==> config.mk <==
export PLATFORM = sky130hd
export DESIGN_NAME = acortex_pcm_top
export DESIGN_NICKNAME = d
export VERILOG_FILES = /design/src/design/pcm_pkg.sv /design/src/design/lb_pkg.sv /design/src/design/pcm_bank_ram.sv /design/src/design/pcm_bffr_regs.sv /design/src/design/pcm_bffr.sv /design/src/design/acortex_pcm_top.sv
export SDC_FILE = /design/constraint.sdc
export NUM_CORES = 1
export LEC_CHECK = 0
export ABC_AREA = 1
export BUFFER_PORTS_ARGS = -buffer_cell sky130_fd_sc_hd__buf_2
export CAP_MARGIN = 20
export CORE_ASPECT_RATIO = 0.6
export CORE_UTILIZATION = 50
export CTS_CLUSTER_DIAMETER = 60
export DETAILED_ROUTE_END_ITERATION = 16
export GPL_ROUTABILITY_DRIVEN = 1
export MAX_ROUTING_LAYER = met4
export PLACE_DENSITY_LB_ADDON = 0.05
export SLEW_MARGIN = 20
export SYNTH_ARGS = -nofsm -noshare
export SYNTH_HDL_FRONTEND = slang
export SYNTH_SLANG_ARGS = --single-unit
==> constraint.sdc <==
create_clock -name acortex_clk -period 7.7 [get_ports acortex_clk]
set_clock_uncertainty 0.2 [all_clocks]
set_input_delay 0.385 -clock acortex_clk [delete_from_list [all_inputs] [get_ports acortex_clk]]
set_output_delay 0.385 -clock acortex_clk [all_outputs]
set_load 0.05 [all_outputs]
==> src/design/pcm_pkg.sv <==
// PCM sample types for the stereo double buffer
// Word and pair types, bank geometry, DAC read sequencer states

package pcm_pkg;

  // One PCM sample word as stored in a bank
  typedef logic [31:0] pcm_word_t;

  // Stereo pair, left in the upper half
  typedef struct packed
  {
    pcm_word_t left;
    pcm_word_t right;
  } pcm_pair_t;

  // Bank geometry
  localparam int PCM_PAIRS_PER_BANK = 8;
  localparam int PCM_WORDS_PER_BANK = 2 * PCM_PAIRS_PER_BANK;  // Left and right per pair

  // Word address inside one bank, pair index in the upper bits
  localparam int PCM_MEM_ADDR_W     = $clog2(PCM_WORDS_PER_BANK);

  // DAC read sequencer
  // RD_LEFT   left word address presented to the bank
  // RD_RIGHT  right word address presented, left word on read data
  // RD_LOAD   right word on read data, pair goes out
  typedef enum logic [1:0]
  {
    RD_IDLE  = 2'd0,  // Waiting for first-word refresh or a DAC request
    RD_LEFT  = 2'd1,
    RD_RIGHT = 2'd2,
    RD_LOAD  = 2'd3
  } pcm_rd_state_e;

endpackage

==> src/design/lb_pkg.sv <==
// Local bus definitions for the PCM buffer register block
// Request struct, register map, control bits, filler read word

package lb_pkg;

  localparam int LB_DATA_W = 32;
  localparam int LB_ADDR_W = 8;

  // Strobe request from the local bus master
  typedef struct packed
  {
    logic                 wr_en;    // Single cycle write strobe
    logic                 rd_en;    // Single cycle read strobe
    logic [LB_ADDR_W-1:0] addr;
    logic [LB_DATA_W-1:0] wr_data;
  } lb_req_t;

  // Register map
  typedef enum logic [LB_ADDR_W-1:0]
  {
    REG_CONTROL  = 8'd0,  // Mode select
    REG_STATUS   = 8'd1,  // Capture done flag
    REG_CAP_ADDR = 8'd2,  // Word address for capture readback
    REG_CAP_DATA = 8'd3   // Captured word at that address
  } lb_reg_e;

  // Read data for addresses outside the map
  localparam logic [LB_DATA_W-1:0] LB_FILLER_WORD = 32'hdead_babe;

  // REG_CONTROL bit, 1 selects capture mode
  localparam int CTRL_CAPTURE_BIT = 0;

endpackage

==> src/design/pcm_bank_ram.sv <==
// Behavioral PCM bank memory
// One write port, one read port, registered read data

`timescale 1ns/1ns

module pcm_bank_ram import pcm_pkg::*;
(
  input  logic                      acortex_clk,
  input  logic                      wr_en,
  input  logic [PCM_MEM_ADDR_W-1:0] waddr,
  input  pcm_word_t                 wdata,
  input  logic [PCM_MEM_ADDR_W-1:0] raddr,
  output pcm_word_t                 rdata
);

  // Left/right words of all pairs in the bank
  pcm_word_t mem [PCM_WORDS_PER_BANK];

  // Write port
  always_ff @(posedge acortex_clk)
  begin
    if (wr_en)
    begin
      mem[waddr] <= wdata;
    end
  end

  // Read port, one cycle latency
  always_ff @(posedge acortex_clk)
  begin
    rdata <= mem[raddr];  // Old data on same-address collision
  end

endmodule

==> src/design/pcm_bffr_regs.sv <==
// Local bus register block of the PCM buffer
// Control, status, capture address and capture data registers
// Owns the capture mode bit and the capture done flag

`timescale 1ns/1ns

module pcm_bffr_regs import lb_pkg::*, pcm_pkg::*;
(
  input  logic                      acortex_clk,
  input  logic                      acortex_rst_n,

  input  lb_req_t                   lb_req,
  output logic                      lb_wr_valid,
  output logic                      lb_rd_valid,
  output logic [LB_DATA_W-1:0]      lb_rd_data,

  input  logic                      bank_full,    // Pulse from buffer core
  input  pcm_word_t                 cap_rdata,    // Bank A word at cap_addr

  output logic                      ctrl_wr,      // Control register written
  output logic                      capture_mode,
  output logic [PCM_MEM_ADDR_W-1:0] cap_addr
);

  logic                 cap_done;   // Capture bank filled
  logic                 cap_addr_wr;
  logic [LB_DATA_W-1:0] rd_word;    // Read mux result

  // Write decode
  assign ctrl_wr     = lb_req.wr_en && (lb_req.addr == REG_CONTROL);
  assign cap_addr_wr = lb_req.wr_en && (lb_req.addr == REG_CAP_ADDR);

  // Control and capture address registers
  always_ff @(posedge acortex_clk or negedge acortex_rst_n)
  begin
    if (!acortex_rst_n)
    begin
      capture_mode <= 1'b0;
      cap_addr     <= '0;
    end
    else
    begin
      if (ctrl_wr)
      begin
        capture_mode <= lb_req.wr_data[CTRL_CAPTURE_BIT];
      end
      if (cap_addr_wr)
      begin
        cap_addr <= lb_req.wr_data[PCM_MEM_ADDR_W-1:0];  // Upper bits dropped
      end
    end
  end

  // Capture done flag
  // Any control write restarts the capture, so it clears here first
  always_ff @(posedge acortex_clk or negedge acortex_rst_n)
  begin
    if (!acortex_rst_n)
    begin
      cap_done <= 1'b0;
    end
    else if (ctrl_wr)
    begin
      cap_done <= 1'b0;
    end
    else if (bank_full && capture_mode)
    begin
      cap_done <= 1'b1;  // Sticky until next control write
    end
  end

  // Read mux
  always_comb
  begin
    rd_word = '0;
    case (lb_req.addr)
      REG_CONTROL:
      begin
        rd_word[CTRL_CAPTURE_BIT] = capture_mode;
      end
      REG_STATUS:
      begin
        rd_word[0] = cap_done;
      end
      REG_CAP_ADDR:
      begin
        rd_word[PCM_MEM_ADDR_W-1:0] = cap_addr;
      end
      REG_CAP_DATA:
      begin
        rd_word = cap_rdata;  // Bank A, two cycles behind cap_addr
      end
      default:
      begin
        rd_word = LB_FILLER_WORD;
      end
    endcase
  end

  // Bus response, valids one cycle after the strobes
  always_ff @(posedge acortex_clk or negedge acortex_rst_n)
  begin
    if (!acortex_rst_n)
    begin
      lb_wr_valid <= 1'b0;
      lb_rd_valid <= 1'b0;
      lb_rd_data  <= '0;
    end
    else
    begin
      lb_wr_valid <= lb_req.wr_en;
      lb_rd_valid <= lb_req.rd_en;
      if (lb_req.rd_en)
      begin
        lb_rd_data <= rd_word;  // Held until next read
      end
    end
  end

endmodule

==> src/design/pcm_bffr.sv <==
// PCM double buffer core
// ADC write sequencing, bank select, bank full detection
// DAC pair read sequencer with first-word fall-through, capture readback

`timescale 1ns/1ns

module pcm_bffr import pcm_pkg::*;
(
  input  logic                      acortex_clk,
  input  logic                      acortex_rst_n,

  input  logic                      ctrl_wr,
  input  logic                      capture_mode,
  input  logic [PCM_MEM_ADDR_W-1:0] cap_addr,
  output logic                      bank_full,
  output pcm_word_t                 cap_rdata,

  input  logic                      adc_pcm_valid,
  input  pcm_pair_t                 adc_pair,

  output logic                      dac_data_rdy,
  input  logic                      dac_pcm_nxt,
  output pcm_pair_t                 dac_pair,

  output logic                      bank_a_wr_en,
  output logic                      bank_b_wr_en,
  output logic [PCM_MEM_ADDR_W-1:0] mem_waddr,
  output pcm_word_t                 mem_wdata,
  output logic [PCM_MEM_ADDR_W-1:0] mem_raddr,
  input  pcm_word_t                 bank_a_rdata,
  input  pcm_word_t                 bank_b_rdata
);

  // Write side
  logic          adc_accept;   // Strobe taken into the write path
  logic          adc_left_q;   // Left word write cycle
  logic          adc_right_q;  // Right word write cycle
  pcm_pair_t     adc_pair_q;
  logic          wr_active;
  logic          wr_bank;      // 0 = bank A, 1 = bank B
  logic          filled_bank;  // Most recently filled bank
  logic          cap_lock;     // Capture bank full, ADC ignored

  // Read side
  pcm_rd_state_e rd_state;
  logic [$clog2(PCM_PAIRS_PER_BANK)-1:0] rd_pair;
  logic [$clog2(PCM_PAIRS_PER_BANK)-1:0] rd_pair_nxt;
  logic          rd_bank;
  logic          dac_data_rdy_q;
  logic          rdy_rise;     // First-word refresh
  logic          rd_req;
  pcm_word_t     rd_word;
  pcm_word_t     left_hold;

  assign adc_accept = adc_pcm_valid && !(capture_mode && cap_lock);
  assign wr_active  = adc_left_q || adc_right_q;
  assign mem_wdata  = adc_left_q ? adc_pair_q.left : adc_pair_q.right;

  assign bank_a_wr_en = wr_active && !wr_bank;
  assign bank_b_wr_en = wr_active && wr_bank;

  // Last right word of the bank going in
  assign bank_full = adc_right_q && (mem_waddr == PCM_MEM_ADDR_W'(PCM_WORDS_PER_BANK - 1));

  // ADC pair register
  always_ff @(posedge acortex_clk)
  begin
    if (adc_accept)
    begin
      adc_pair_q <= adc_pair;
    end
  end

  // Write address, bank toggle, ready level
  always_ff @(posedge acortex_clk or negedge acortex_rst_n)
  begin
    if (!acortex_rst_n)
    begin
      adc_left_q   <= 1'b0;
      adc_right_q  <= 1'b0;
      mem_waddr    <= '0;
      wr_bank      <= 1'b0;
      filled_bank  <= 1'b0;
      cap_lock     <= 1'b0;
      dac_data_rdy <= 1'b0;
    end
    else
    begin
      adc_left_q  <= adc_accept;
      adc_right_q <= adc_left_q;  // Right word one cycle after left
      if (ctrl_wr)
      begin
        mem_waddr    <= '0;     // Restart at bank A word 0
        wr_bank      <= 1'b0;
        cap_lock     <= 1'b0;
        dac_data_rdy <= 1'b0;
      end
      else
      begin
        if (wr_active)
        begin
          mem_waddr <= mem_waddr + PCM_MEM_ADDR_W'(1);  // Wraps into next bank
        end
        if (bank_full)
        begin
          filled_bank <= wr_bank;
          if (capture_mode)
          begin
            cap_lock <= 1'b1;  // Bank A only, once
          end
          else
          begin
            wr_bank      <= ~wr_bank;  // Ping-pong
            dac_data_rdy <= 1'b1;
          end
        end
      end
    end
  end

  // Read request sources
  assign rdy_rise    = dac_data_rdy && !dac_data_rdy_q;
  assign rd_req      = rdy_rise || (dac_pcm_nxt && dac_data_rdy);
  assign rd_pair_nxt = rdy_rise ? '0 : rd_pair + 1'b1;  // Natural wrap after last pair
  assign rd_word     = rd_bank ? bank_b_rdata : bank_a_rdata;
  assign cap_rdata   = bank_a_rdata;  // Capture always lands in bank A

  // Left word arrives while in RD_RIGHT
  always_ff @(posedge acortex_clk)
  begin
    if (rd_state == RD_RIGHT)
    begin
      left_hold <= rd_word;
    end
  end

  // DAC read sequencer and read address
  always_ff @(posedge acortex_clk or negedge acortex_rst_n)
  begin
    if (!acortex_rst_n)
    begin
      rd_state       <= RD_IDLE;
      rd_pair        <= '0;
      rd_bank        <= 1'b0;
      mem_raddr      <= '0;
      dac_pair       <= '0;
      dac_data_rdy_q <= 1'b0;
    end
    else
    begin
      dac_data_rdy_q <= dac_data_rdy;
      if (ctrl_wr)
      begin
        rd_state <= RD_IDLE;  // Abandon any pair in flight
        rd_pair  <= '0;
      end
      else
      begin
        case (rd_state)
          RD_IDLE:
          begin
            if (rd_req)
            begin
              rd_state  <= RD_LEFT;
              rd_pair   <= rd_pair_nxt;
              mem_raddr <= {rd_pair_nxt, 1'b0};  // Left word address
              if (rdy_rise || (rd_pair_nxt == '0))
              begin
                rd_bank <= filled_bank;  // New pass starts on latest filled bank
              end
            end
          end
          RD_LEFT:
          begin
            rd_state  <= RD_RIGHT;
            mem_raddr <= {rd_pair, 1'b1};  // Right word address
          end
          RD_RIGHT:
          begin
            rd_state <= RD_LOAD;
          end
          RD_LOAD:
          begin
            rd_state <= RD_IDLE;
            dac_pair <= '{left: left_hold, right: rd_word};
          end
          default:
          begin
            rd_state <= RD_IDLE;
          end
        endcase
      end
      if (capture_mode)
      begin
        mem_raddr <= cap_addr;  // Local bus readback owns the read port
      end
    end
  end

endmodule

==> src/design/acortex_pcm_top.sv <==
// Top level of the stereo PCM double buffer
// Register block, buffer core and the two bank memories

`timescale 1ns/1ns

module acortex_pcm_top import lb_pkg::*, pcm_pkg::*;
(
  input  logic                 acortex_clk,
  input  logic                 acortex_rst_n,

  input  lb_req_t              lb_req,
  output logic                 lb_wr_valid,
  output logic                 lb_rd_valid,
  output logic [LB_DATA_W-1:0] lb_rd_data,

  input  logic                 adc_pcm_valid,
  input  pcm_pair_t            adc_pair,

  output logic                 dac_data_rdy,
  input  logic                 dac_pcm_nxt,
  output pcm_pair_t            dac_pair
);

  // Register block to core
  logic                      ctrl_wr;
  logic                      capture_mode;
  logic [PCM_MEM_ADDR_W-1:0] cap_addr;
  logic                      bank_full;
  pcm_word_t                 cap_rdata;

  // Core to banks, shared address and data
  logic                      bank_a_wr_en;
  logic                      bank_b_wr_en;
  logic [PCM_MEM_ADDR_W-1:0] mem_waddr;
  pcm_word_t                 mem_wdata;
  logic [PCM_MEM_ADDR_W-1:0] mem_raddr;
  pcm_word_t                 bank_a_rdata;
  pcm_word_t                 bank_b_rdata;

  pcm_bffr_regs pcm_bffr_regs_i
  (
    .acortex_clk   (acortex_clk),
    .acortex_rst_n (acortex_rst_n),
    .lb_req        (lb_req),
    .lb_wr_valid   (lb_wr_valid),
    .lb_rd_valid   (lb_rd_valid),
    .lb_rd_data    (lb_rd_data),
    .bank_full     (bank_full),
    .cap_rdata     (cap_rdata),
    .ctrl_wr       (ctrl_wr),
    .capture_mode  (capture_mode),
    .cap_addr      (cap_addr)
  );

  pcm_bffr pcm_bffr_i
  (
    .acortex_clk   (acortex_clk),
    .acortex_rst_n (acortex_rst_n),
    .ctrl_wr       (ctrl_wr),
    .capture_mode  (capture_mode),
    .cap_addr      (cap_addr),
    .bank_full     (bank_full),
    .cap_rdata     (cap_rdata),
    .adc_pcm_valid (adc_pcm_valid),
    .adc_pair      (adc_pair),
    .dac_data_rdy  (dac_data_rdy),
    .dac_pcm_nxt   (dac_pcm_nxt),
    .dac_pair      (dac_pair),
    .bank_a_wr_en  (bank_a_wr_en),
    .bank_b_wr_en  (bank_b_wr_en),
    .mem_waddr     (mem_waddr),
    .mem_wdata     (mem_wdata),
    .mem_raddr     (mem_raddr),
    .bank_a_rdata  (bank_a_rdata),
    .bank_b_rdata  (bank_b_rdata)
  );

  // Bank A, also the capture bank
  pcm_bank_ram bank_a_i
  (
    .acortex_clk (acortex_clk),
    .wr_en       (bank_a_wr_en),
    .waddr       (mem_waddr),
    .wdata       (mem_wdata),
    .raddr       (mem_raddr),
    .rdata       (bank_a_rdata)
  );

  pcm_bank_ram bank_b_i
  (
    .acortex_clk (acortex_clk),
    .wr_en       (bank_b_wr_en),
    .waddr       (mem_waddr),
    .wdata       (mem_wdata),
    .raddr       (mem_raddr),
    .rdata       (bank_b_rdata)
  );

endmodule

Word level (Yosys, flattened, before mapping):

Memory sizes are Yosys's and may differ from the RTL's. A register that Yosys moved wholly into a read port is not among the register bits.
Cells that the tools add are included.
Widths: inputs -> output; s select.

* flip-flop bits (word level): 221
* memory bits (writable): 1024
* input bits: 110
* logic and storage cells: 108
* memories: 2

Memory list
* bank_a_i.mem: depth 16, bits a word 32, rd ports 1, clocked after Yosys merged registers in 1, write ports 1, line pcm_bank_ram.sv:17 `pcm_word_t mem [PCM_WORDS_PER_BANK];`
* bank_b_i.mem: depth 16, bits a word 32, rd ports 1, clocked after Yosys merged registers in 1, write ports 1, line pcm_bank_ram.sv:17

* add/subtract/negate cells: 2
* eq/ne operators: 11
* multiplexer cells: 33
* bitwise operators: 2
* reductions and logical operators: 35

Operators by type and width (count)
* $mux 32: 2
* $pmux 28 s2: 1
* $mux 4: 5
* $eq 8x2->1 const B: 2
* $mux 1: 15
* $mux 3: 4
* $reduce_bool 2->1: 6
* $logic_and 1x1->1: 10
* $reduce_and 2->1: 5
* $pmux 3 s3: 1
* $eq 8x1->1 const B: 1
* $logic_not 8->1: 1
* $pmux 2 s4: 1
* $pmux 4 s2: 1
* $ne 3x2->1 const B: 2
* $add 4x1->4 const B: 1
* $eq 2x2->1 const B: 2
* $eq 4x4->1 const B: 1
* $mux 2: 2
* $pmux 1 s4: 1
* $reduce_and 4->1: 1
* $add 3x1->3 const B: 1
* $logic_not 1->1: 3
* $logic_not 3->1: 1
* other kinds (10): 13

Logic depth before layout (Yosys ltp):

Gate-level depths: netlist of run 1.

* word-level depth: 7
* gate-level depth with buffers: 10

Hierarchy:

From an unflattened synthesis of run 1, not the netlist that was laid out.

* cells, all modules: 5092
* area, all modules: 54732.5 um2

By module, submodules not included
* pcm_bank_ram: times used 2, cells an instance 2120, area an instance 22730.6 um2, sequential area each 16015.4 um2
* pcm_bffr: times used 1, cells an instance 666, area an instance 7571.0 um2, sequential area each 5009.8 um2
* pcm_bffr_regs: times used 1, cells an instance 186, area an instance 1700.4 um2, sequential area each 1001.0 um2

Worst setup path after synthesis of run 1:

OpenSTA, ideal clock, no wires.

* kind: input port to flip-flop
* start: in adc_pcm_valid
* end: reg pcm_bffr_i.adc_left_q
* library setup time: 0.622 ns
* arrival time: 5.098 ns
* required time: 6.878 ns
* slack: 1.780 ns
* stages: 1
* path buffers: 0
* path through: a21boi_0

* cells in the longest elaborated chain, start to end: 1

RTL lines
* from (decl): line acortex_pcm_top.sv:16 `input logic adc_pcm_valid,`
* $logic_and 1x1->1: line pcm_bffr.sv:55 `assign adc_accept = adc_pcm_valid && !(capture_mode && cap_lock);`
* to (signal assigned): line pcm_bffr.sv:89 `adc_left_q <= adc_accept;`
* to (decl): line pcm_bffr.sv:36 `logic adc_left_q;`

No other way between the ends.
A chain may end at the register's enable or synchronous reset.

Worst setup path after layout of run 1:

* start: in lb_req[34] (netlist bit)
* end: reg pcm_bffr_i.mem_raddr[3]

* cells in the longest elaborated chain, start to end: 4

RTL lines
* from (decl): line acortex_pcm_top.sv:11 `input lb_req_t lb_req,`
* $logic_not 8->1: line pcm_bffr_regs.sv:30 `assign ctrl_wr = lb_req.wr_en && (lb_req.addr == REG_CONTROL);`
* $logic_and 1x1->1: line pcm_bffr_regs.sv:30
* $ne 2x1->1 (no source line)
* $reduce_and 3->1 (no source line)
* to (signal assigned): line pcm_bffr.sv:166 `mem_raddr <= {rd_pair_nxt, 1'b0};`
* to (signal assigned): line pcm_bffr.sv:176 `mem_raddr <= {rd_pair, 1'b1};`
* to (signal assigned): line pcm_bffr.sv:195 `mem_raddr <= cap_addr;`
* to (decl): line pcm_bffr.sv:29 `output logic [PCM_MEM_ADDR_W-1:0] mem_raddr,`

No other way between the ends.

==> impl.org, run 1 <==
** STA
- Final worst hold slack :: 0.005853 ns
- Final number of setup-violating endpoints :: 0
- Unrepaired setup endpoints after global routing :: false
- Relative slew slack :: 29.77%
- Final period util :: 43.10%
- For the final routed database, the setup TNS stands at 0 ns.
- The worst path needs 3.319 ns of the cycle, external delays included.
- Static timing analysis puts the maximum clock frequency at 0.3013 GHz.
- Hold violation count in the final report :: 0
- Final number of max-transition violations :: 0
- For the pin with the worst max-slew slack, the measured transition is 1.054 ns.

** Power and ir drop
- Fraction of power spent switching nets :: 32.58%
- Per report_power, the combinational group accounts for 21.7% of the total.
- In this run the power density over the cells is ~340 nW/µm².
- The analysis attributes to cell leakage a power of 22.95 nW.
- Sequential power share :: 48.4%
- Switching power :: ~6.5 mW
- Clock network fraction of design power :: roughly 30%
- Power Internal :: roughly 13 mW
- Worst vdd ir :: 0.2217 mV

** Clock tree
- Max Buffers Root-to-Sink :: 3
- Total of cells resized after clock tree synthesis :: 0
- Post-CTS Setup Bufs :: 0
- At the later pin of the worst-skew pair, clock insertion delay measures between 0.7 and 0.8 ns.
- Clock-pin slew was measured on the worst setup and hold paths at 0.07 ns.
- The tree is rooted in a sky130_fd_sc_hd__clkbuf_16.
- TritonCTS built the clock tree.
- Clock buffers created by TritonCTS :: 120
- Clock sink count :: 1309
- CTS built an H-tree with a depth of 3.

** Floorplan
- The floorplan step set the die height to approximately 250 µm.
- Number of cell rows :: roughly 90
- Floorplan die width :: between 400 and 500 µm
- The floorplan step defined a die boundary enclosing 105600 µm².
- Area of the core :: 103000 µm²
- Starting utilization of the core area :: ~51%
- Top Ports :: 209

** Critical path
- Counting both buffers and inverters, the worst setup path holds a total of 5.
- By startpoint and endpoint, the worst setup path is classified as input pin to register.
- Reg-to-Reg Start :: pcm_bffr_i.mem_raddr[0]
- Minimum setup slack among reg-to-reg paths :: 4.43 ns
- The most critical setup path has its startpoint at lb_req[34].
- Max incr delay on CP :: between 0.6 and 0.7 ns
- Arrival time at the worst endpoint :: 3.71 ns
- RR Endpoint :: bank_a_i.rdata[6]
- Counting stages on the worst path, the most repeated cell is sky130_fd_sc_hd__dlygate4sd3_1.
- Required time at the worst-slack endpoint :: 8.09 ns
- In this run the worst path has a maximum fanout of 81.
- Cell family contributing the most delay on the critical path :: buffers and inverters
- The signal on the critical path passes through dlygate4sd3_1, buf_2, nor2_1, dlygate4sd3_1, nand2_1, dlygate4sd3_1, nor2_1, nand2_2, buf_4, nand2_1, nand3_1, nand3_1.
- Nature of the critical path startpoint :: input pin
- Worst Setup End Kind :: register
- The largest individual stage delay along the critical path comes from the cell sky130_fd_sc_hd__buf_4.
- For the worst flop-to-flop path, the logic depth is 7.

** GRT
- In the global route stage, overall resource usage came out at between 20% and 30%.
- First-pass GRT wire length :: roughly 200000 µm
- After global routing the overflow that remains totals 0.
- Via count of the first global-routing pass :: 29595
- The initial antenna violation count was 4.
- Largest net degree at the start of global routing :: 230

** Synthesis
- The cell area that synthesis handed to floorplanning was 52130 µm².
- During synthesis, Yosys emitted a total of 0 warnings.
- Share of the yosys chip area belonging to registers :: 72.98%
- The synthesized netlist contains 33 unique library cells.
- Counting every instance in the synthesized netlist gives 4227.
- Post-synth net total :: 4346
- Averaged over all synthesized cells, the footprint is approximately 12 µm².
- Register bit total from synthesis :: between 1000 and 1500

** Placed design
- Weighted congestion reported at the end of routability-driven placement :: 0.8339
- Buffers placed on the I/O ports in this run total 180.
- Total half-perimeter wirelength after legalization and detailed placement :: 76730 µm

** Final layout
- Commonest cells after routing, fill and taps aside :: 1120 x sky130_fd_sc_hd__edfxtp_1, 672 x sky130_fd_sc_hd__nand2_1, 550 x sky130_fd_sc_hd__inv_1
- Commonest non-fill, non-tap cell in the layout :: sky130_fd_sc_hd__edfxtp_1
- Fraction of layout instances using a drive strength above 1 :: about an eighth
- In the final design database the tool counted 4547 nets.
- Compared with the post-synthesis result, the final layout area differs by 13.11%.

** Flow run
- Count of max-cap constraint violations :: 0

** Routing
- Wires add up to 134900 µm.
- Detailed-route wire length per cell :: 22.76 µm
- The first TritonRoute pass finished after 6 iterations.
- ANT nets after route :: 0
- In the routed design, unresolved DRC markers number 0.
- The final route contains 31837 vias.
- Iter 0 DRT Violations :: 3520
- In the routed layout, each cell is associated on average with a via count of 5.369.

** Outcome
- Status :: completed

** Hold path
- Kind of path behind the tightest hold check :: input pin to async pin
[cells in the mapped netlist]
cell type                  number  area [µm²]
sky130_fd_sc_hd__a21boi_0       1       7.510
sky130_fd_sc_hd__a21oi_1      280        1401
sky130_fd_sc_hd__a22o_1         9       78.83
sky130_fd_sc_hd__and3_1         1       6.260
sky130_fd_sc_hd__buf_1         20       75.07
sky130_fd_sc_hd__buf_2         56       280.3
sky130_fd_sc_hd__buf_4         16       120.1
sky130_fd_sc_hd__buf_6         46       518.0
sky130_fd_sc_hd__buf_8          1       15.01
sky130_fd_sc_hd__clkbuf_1     122       457.9
sky130_fd_sc_hd__clkbuf_2       1       5.000
sky130_fd_sc_hd__clkinv_1       2       7.510
sky130_fd_sc_hd__dfrtp_1      125        3128
sky130_fd_sc_hd__dfxtp_1       64        1281
sky130_fd_sc_hd__edfxtp_1    1120       33630
sky130_fd_sc_hd__ha_1           9       112.6
sky130_fd_sc_hd__inv_1        552        2072
sky130_fd_sc_hd__inv_2          1       3.750
sky130_fd_sc_hd__nand2_1      689        2586
sky130_fd_sc_hd__nand2_2        2       12.51
sky130_fd_sc_hd__nand3_1      495        2477
sky130_fd_sc_hd__nand4_1        2       12.51
sky130_fd_sc_hd__nor2_1        62       232.7
sky130_fd_sc_hd__nor3_1         7       35.03
sky130_fd_sc_hd__nor3b_1        1       7.510
sky130_fd_sc_hd__o211ai_1     220        1652
sky130_fd_sc_hd__o211ai_2      36       450.4
sky130_fd_sc_hd__o21ai_0      139       695.7
sky130_fd_sc_hd__o21ai_1      138       690.7
sky130_fd_sc_hd__o221a_2        1       11.26
sky130_fd_sc_hd__o221ai_1       1       8.760
sky130_fd_sc_hd__o22ai_1        7       43.79
sky130_fd_sc_hd__xor2_1         1       8.760
[layout make-up]
class / instances / area, µm²
diodes: 6 / 15.01
repair buffers: 341 / 2391
multi-input cells: 2101 / 10820
clock inverters: 46 / 426.7
inverters: 555 / 2090
flip-flops and latches: 1309 / 38060
fillers: 8524 / 44080
well taps: 1395 / 1745
clock buffers: 177 / 3421
[stage by stage]
stage	utilization, %	instance area, µm²	total power, mW	std cells	setup slack [ns]
after floorplan	-	52130	12.32	4227	1.780
after global placement	52.68	54280	13.96	5623	4.483
after detailed placement	52.68	54280	14.01	5623	4.481
after CTS	57.16	58900	19.89	5923	4.477
after global routing	57.21	58950	20.63	5924	4.204
final	57.22	58960	19.80	5930	4.381
[metal layers]
| metal | vias to the layer above | track usage, % | wire length (µm) |
|---|---|---|---|
| li1 | 15193 | - | - |
| met1 | 15546 | 42.06 | 66890 |
| met2 | 954 | 36.27 | 56940 |
| met3 | 144 | 4.420 | 8930 |
| met4 | 0 | 4.678 | 2182 |
| met5 | - | - | 0 |
[sequential cells by signal (all words and copies together), names as in the netlist, 2 cells and up]
signal                      flops
bank_a_i.mem                  512
bank_a_i.rdata                 32
bank_b_i.mem                  512
bank_b_i.rdata                 32
pcm_bffr_i.adc_pair_q          64
pcm_bffr_i.dac_pair            64
pcm_bffr_i.left_hold           32
pcm_bffr_i.mem_raddr            4
pcm_bffr_i.mem_waddr            4
pcm_bffr_i.rd_pair              3
pcm_bffr_i.rd_state             2
pcm_bffr_regs_i.cap_addr        4
pcm_bffr_regs_i.lb_rd_data     32
[how the worst max path moves through the flow]
stage	slack (ns)	depth (start not counted)	endpoint
floorplan	1.78	1	pcm_bffr_i.adc_left_q
global placement	4.48	7	bank_a_i.rdata[6]
detailed placement	4.48	7	bank_a_i.rdata[6]
CTS	4.48	7	bank_a_i.rdata[6]
global route	4.20	13	pcm_bffr_i.mem_raddr[2]
finish	4.38	12	pcm_bffr_i.mem_raddr[3]
[power groups by stage]
stage	combinational (mW)	sequential, mW	clock (mW)
after floorplan	2.28	10.0	0
after global placement	4.23	9.73	0
after detailed placement	4.27	9.74	0
after CTS	4.30	9.59	5.99
after global routing	4.70	9.65	6.28
final	4.30	9.58	5.92
[kinds of logic after synthesis]
group           share of synthesized area [%]
fa+ha+maj                              0.2160
simple gates                            10.30
xor+xnor                              0.01680
flops                                   72.98
compound gates                          9.668
buf+inv                                 6.819
[timing repair]
action / CTS / global route
endpoints found under the setup margin: 0 / 0
endpoints found under the hold margin: 153 / 0
hold buffers: 77 / 0
Power figures use the tool's default switching activity.
==> run 2: changes to the inputs <==
ABC_AREA = 0   (was 1)
clock period = 2.68 ns   (was 7.7 ns; I/O delays follow)
==> impl.org, run 2 <==
** Outcome
- The run finished with clean final reports.

** STA
- The number of pins with negative max-slew slack in the final report came to 0.
- At the pin with the least slew margin, the transition time is ~0.7 ns.
- Max Freq :: 0.3928 GHz
- The hold violation total from the final report was 0.
- Setup repair after global routing left no endpoint under its margin.
- Headroom to the max-slew limit came out at around 54%.
- Final period demand of the worst path :: ~2.5 ns
- Final WS setup :: 0.1342 ns
- Final number of setup-violating endpoints :: 0
- After layout, the worst path uses 94.99% of the clock period.

** Synthesis
- Compound-gate portion of the synthesized area :: under 10%
- Post-synth net total :: 2369
- Share of synthesized cell area in full adder, half adder and majority cells :: less than 1%
- Basic-gate share of the synthesized area counting and, or, nand and nor cells :: 1.756%
- Post-synth EDFFs :: 1120
- For this run, the number of Yosys warnings is 0.
- Post-synthesis mux area share :: 15.52%
- Count of cell types in the netlist :: 44
- In the synthesized netlist the async set-or-reset flop fraction comes to 9.549%.
- sky130_fd_sc_hd__edfxtp_1 is the most common cell in the netlist.
- By area, the combinational part of the netlist is dominated by multiplexers.
- Synthesis produced a netlist whose cell count is 2250.
- Summing the areas of all xor and xnor instances in the mapped netlist gives less than 1% of the synthesized area.
- Post-synth top area share :: 69.10%
- Main flop type after synthesis :: sky130_fd_sc_hd__edfxtp_1
- Share of the yosys chip area belonging to registers :: 78.16%
- Register bit total from synthesis :: around 1300
- Commonest cells in the netlist :: 1120 x sky130_fd_sc_hd__edfxtp_1, 257 x sky130_fd_sc_hd__mux4_2, 128 x sky130_fd_sc_hd__a22oi_1
- Averaged over all synthesized cells, the footprint is 21.63 µm².
- Summed over all instances, the cell type with the most area after synthesis is sky130_fd_sc_hd__edfxtp_1.
- Synth area leaders :: sky130_fd_sc_hd__edfxtp_1 69%, sky130_fd_sc_hd__mux4_2 12%, sky130_fd_sc_hd__dfrtp_1 6.4%
- The cell area that synthesis handed to floorplanning was 48670 µm².

** Floorplan
- The floorplan has 88 rows.
- Once the floorplan was initialized, standard cells occupied about half of the core.
- Height of the chip :: 243.7 µm
- In this run the count of I/O pins placed on the die edge is 209.
- After floorplanning, the core was sized to cover about 96000 µm².
- The floorplan step set the die width to 404.8 µm.
- The die covers roughly 99000 µm².

** Final layout
- Commonest non-fill, non-tap cell in the layout :: sky130_fd_sc_hd__edfxtp_1
- The area growth from synthesis to layout is 19.48%.
- Largest registers ranked by flip-flop count :: bank_a_i.mem: 512 flops, bank_b_i.mem: 512 flops
- Finished Core Util :: 60.43%
- Antenna Cells :: 0
- Of the cells placed in the final design, the portion with a size suffix greater than 1 is 33.56%.
- The top cell types in the final layout, fill and taps aside, are 1120 x sky130_fd_sc_hd__edfxtp_1, 257 x sky130_fd_sc_hd__mux4_2, 179 x sky130_fd_sc_hd__buf_2.
- The net count of the finished layout is 2847.

** Clock tree
- TritonCTS built the clock tree.
- Clock latency on the worst-skew pair :: between 0.7 and 0.8 ns
- Post-CTS Setup Bufs :: 0
- In this run the clock root is driven by a sky130_fd_sc_hd__clkbuf_16.
- The clock passes through at most 3 buffers.
- Clock tree synthesis inserted a total of between 100 and 150 buffers.
- Clock sink count :: between 1000 and 1500
- CTS clock-pin slew for the worst setup and hold paths :: 0.07 ns
- The H-tree was split into 3 levels.

** Critical path
- Worst setup path category :: input pin to register
- Max FO, Critical Path :: 12
- Worst Setup End Kind :: register
- At the worst endpoint, the required time is 3.12 ns.
- Data on the critical path arrives at its endpoint at roughly 3.0 ns.
- Nature of the critical path startpoint :: input pin

** Power and ir drop
- Dividing total power by cell area gives a power density of roughly 1100 nW/µm².
- For this design the static power due to leakage is 19.73 nW.
- Across the VDD grid, the largest voltage drop is ~0.7 mV.
- Overall power consumption :: 61.37 mW

** Placed design
- Routability-driven placement finished with a final weighted congestion of 0.7907.
- After legalization and detailed placement, the total HPWL measured around 71000 µm.
- Port Buf Inserts :: 180
- Post-Place Setup Slack :: 0.3409 ns

** GRT
- Global routing used 25.78% of the available tracks across all layers.
- The via count of the first global-routing pass came to between 20000 and 25000.
- First-pass GRT wire length :: between 150000 and 200000 µm
- Entering global routing, the biggest net connects 52 pins.
- Summed over all layers, the global routing overflow is 0.
- Antenna violations before repair :: 1

** Routing
- For this run, design rule violations remaining after detail routing come to 0.
- For this run, the detailed router's first-pass iteration total came to 5.
- Detailed-route wire length per cell :: approximately 29 µm
- The detail route stage leaves a number of antenna-violating nets equal to 0.
- Using the TritonRoute via totals, the vias-per-cell ratio works out to about 5.8.
- The first routing iteration left 2407 violations.
- Routed Wire Length :: 120200 µm
- Via Count :: between 20000 and 25000

** Flow run
- The tool flagged a number of max-cap violations equal to 0.

** Hold path
- Kind of path behind the tightest hold check :: input pin to register
## run 2: cell count changes after synthesis, sizes merged, moves of 6 or more
cell	previous run	this run
a21oi	280	55
a22oi	0	128
buf	139	50
clkbuf	123	70
inv	553	8
mux2	0	136
mux4	0	257
nand2	691	89
nand3	495	3
nor2	62	71
nor2b	0	6
o211ai	256	0
o21ai	277	9
## run 2: metrics by stage
step                      hold slack (ns)  setup TNS, ns  area, µm²  instances
final                             0.05220              0      58160       4133
after floorplan                   -0.3616        -321.78      48690       2250
after detailed placement         -0.08336              0      52690       3759
after global placement           -0.08673              0      52690       3759
after global routing              0.02482              0      58160       4133
after CTS                        0.002422              0      58150       4133
## run 2: repair_timing
item	in CTS	in global routing
setup endpoints to repair	0	1
hold buffers	156	0
gates resized for setup	0	1
hold endpoints to repair	280	0
## run 2: kinds of logic (layout without fill, tap and decap cells)
group | Yosys count | count (layout)
buffers and inverters | 128 | 706
flip-flops | 1309 | 1309
AND/OR/NAND/NOR | 195 | 195
AO/OA/AOI/OAI | 212 | 212
adder cells (fa/ha/maj) | 9 | 9
multiplexers | 394 | 394
XOR/XNOR | 3 | 3
## run 2: where the power goes
group          internal, mW  leakage (nW)  switching (mW)
logic                  7.06          5.68            10.1
registers              25.7          12.1            1.56
clock network          9.62          1.89            7.40
## run 2: routing by layer
metal	global-route usage (%)	vias to the layer above	part of all wire, %
met2	37.17	815	45
met4	6.517	0	2.4
met1	38.44	12966	45
li1	-	10210	-
met3	4.418	154	6.8
met5	-	-	0
## run 2: final cells by class
class,count,area [µm²]
clock inverters,67,710.7
well taps,1305,1633
clock buffers,151,3176
multi-input cells,813,10280
flip-flops and latches,1309,38050
inverters,8,30.03
repair buffers,480,4280
fillers,6837,38080
## run 2: critical path, stage by stage
cell and delay (ns):
sky130_fd_sc_hd__dlygate4sd3_1 0.53, sky130_fd_sc_hd__buf_2 0.14, sky130_fd_sc_hd__nor4_4 0.15, sky130_fd_sc_hd__dlygate4sd3_1 0.68, sky130_fd_sc_hd__and4b_2 0.45, sky130_fd_sc_hd__buf_4 0.25, sky130_fd_sc_hd__nand2_1 0.06, sky130_fd_sc_hd__nand2_1 0.05
sky130_fd_sc_hd__dlygate4sd3_1 0.53
## run 2: path summary, 6_finish.rpt
kind                                          startpoint                           end  slack (ns)  depth (start not counted)
worst min register to register  pcm_bffr_i.left_hold[15]       pcm_bffr_i.dac_pair[47]        0.27                          1
min in group asynchronous                  acortex_rst_n       pcm_bffr_i.dac_pair[59]        0.41                          4
worst max register to register    pcm_bffr_i.adc_right_q           bank_b_i.mem[6][21]        0.36                          5
max in group asynchronous                  acortex_rst_n       pcm_bffr_i.mem_raddr[1]        1.55                          4
worst max-delay path                          lb_req[36]  pcm_bffr_regs_i.capture_mode        0.13                          9
worst min-delay path                           lb_req[0]   pcm_bffr_regs_i.cap_addr[0]        0.05                          3
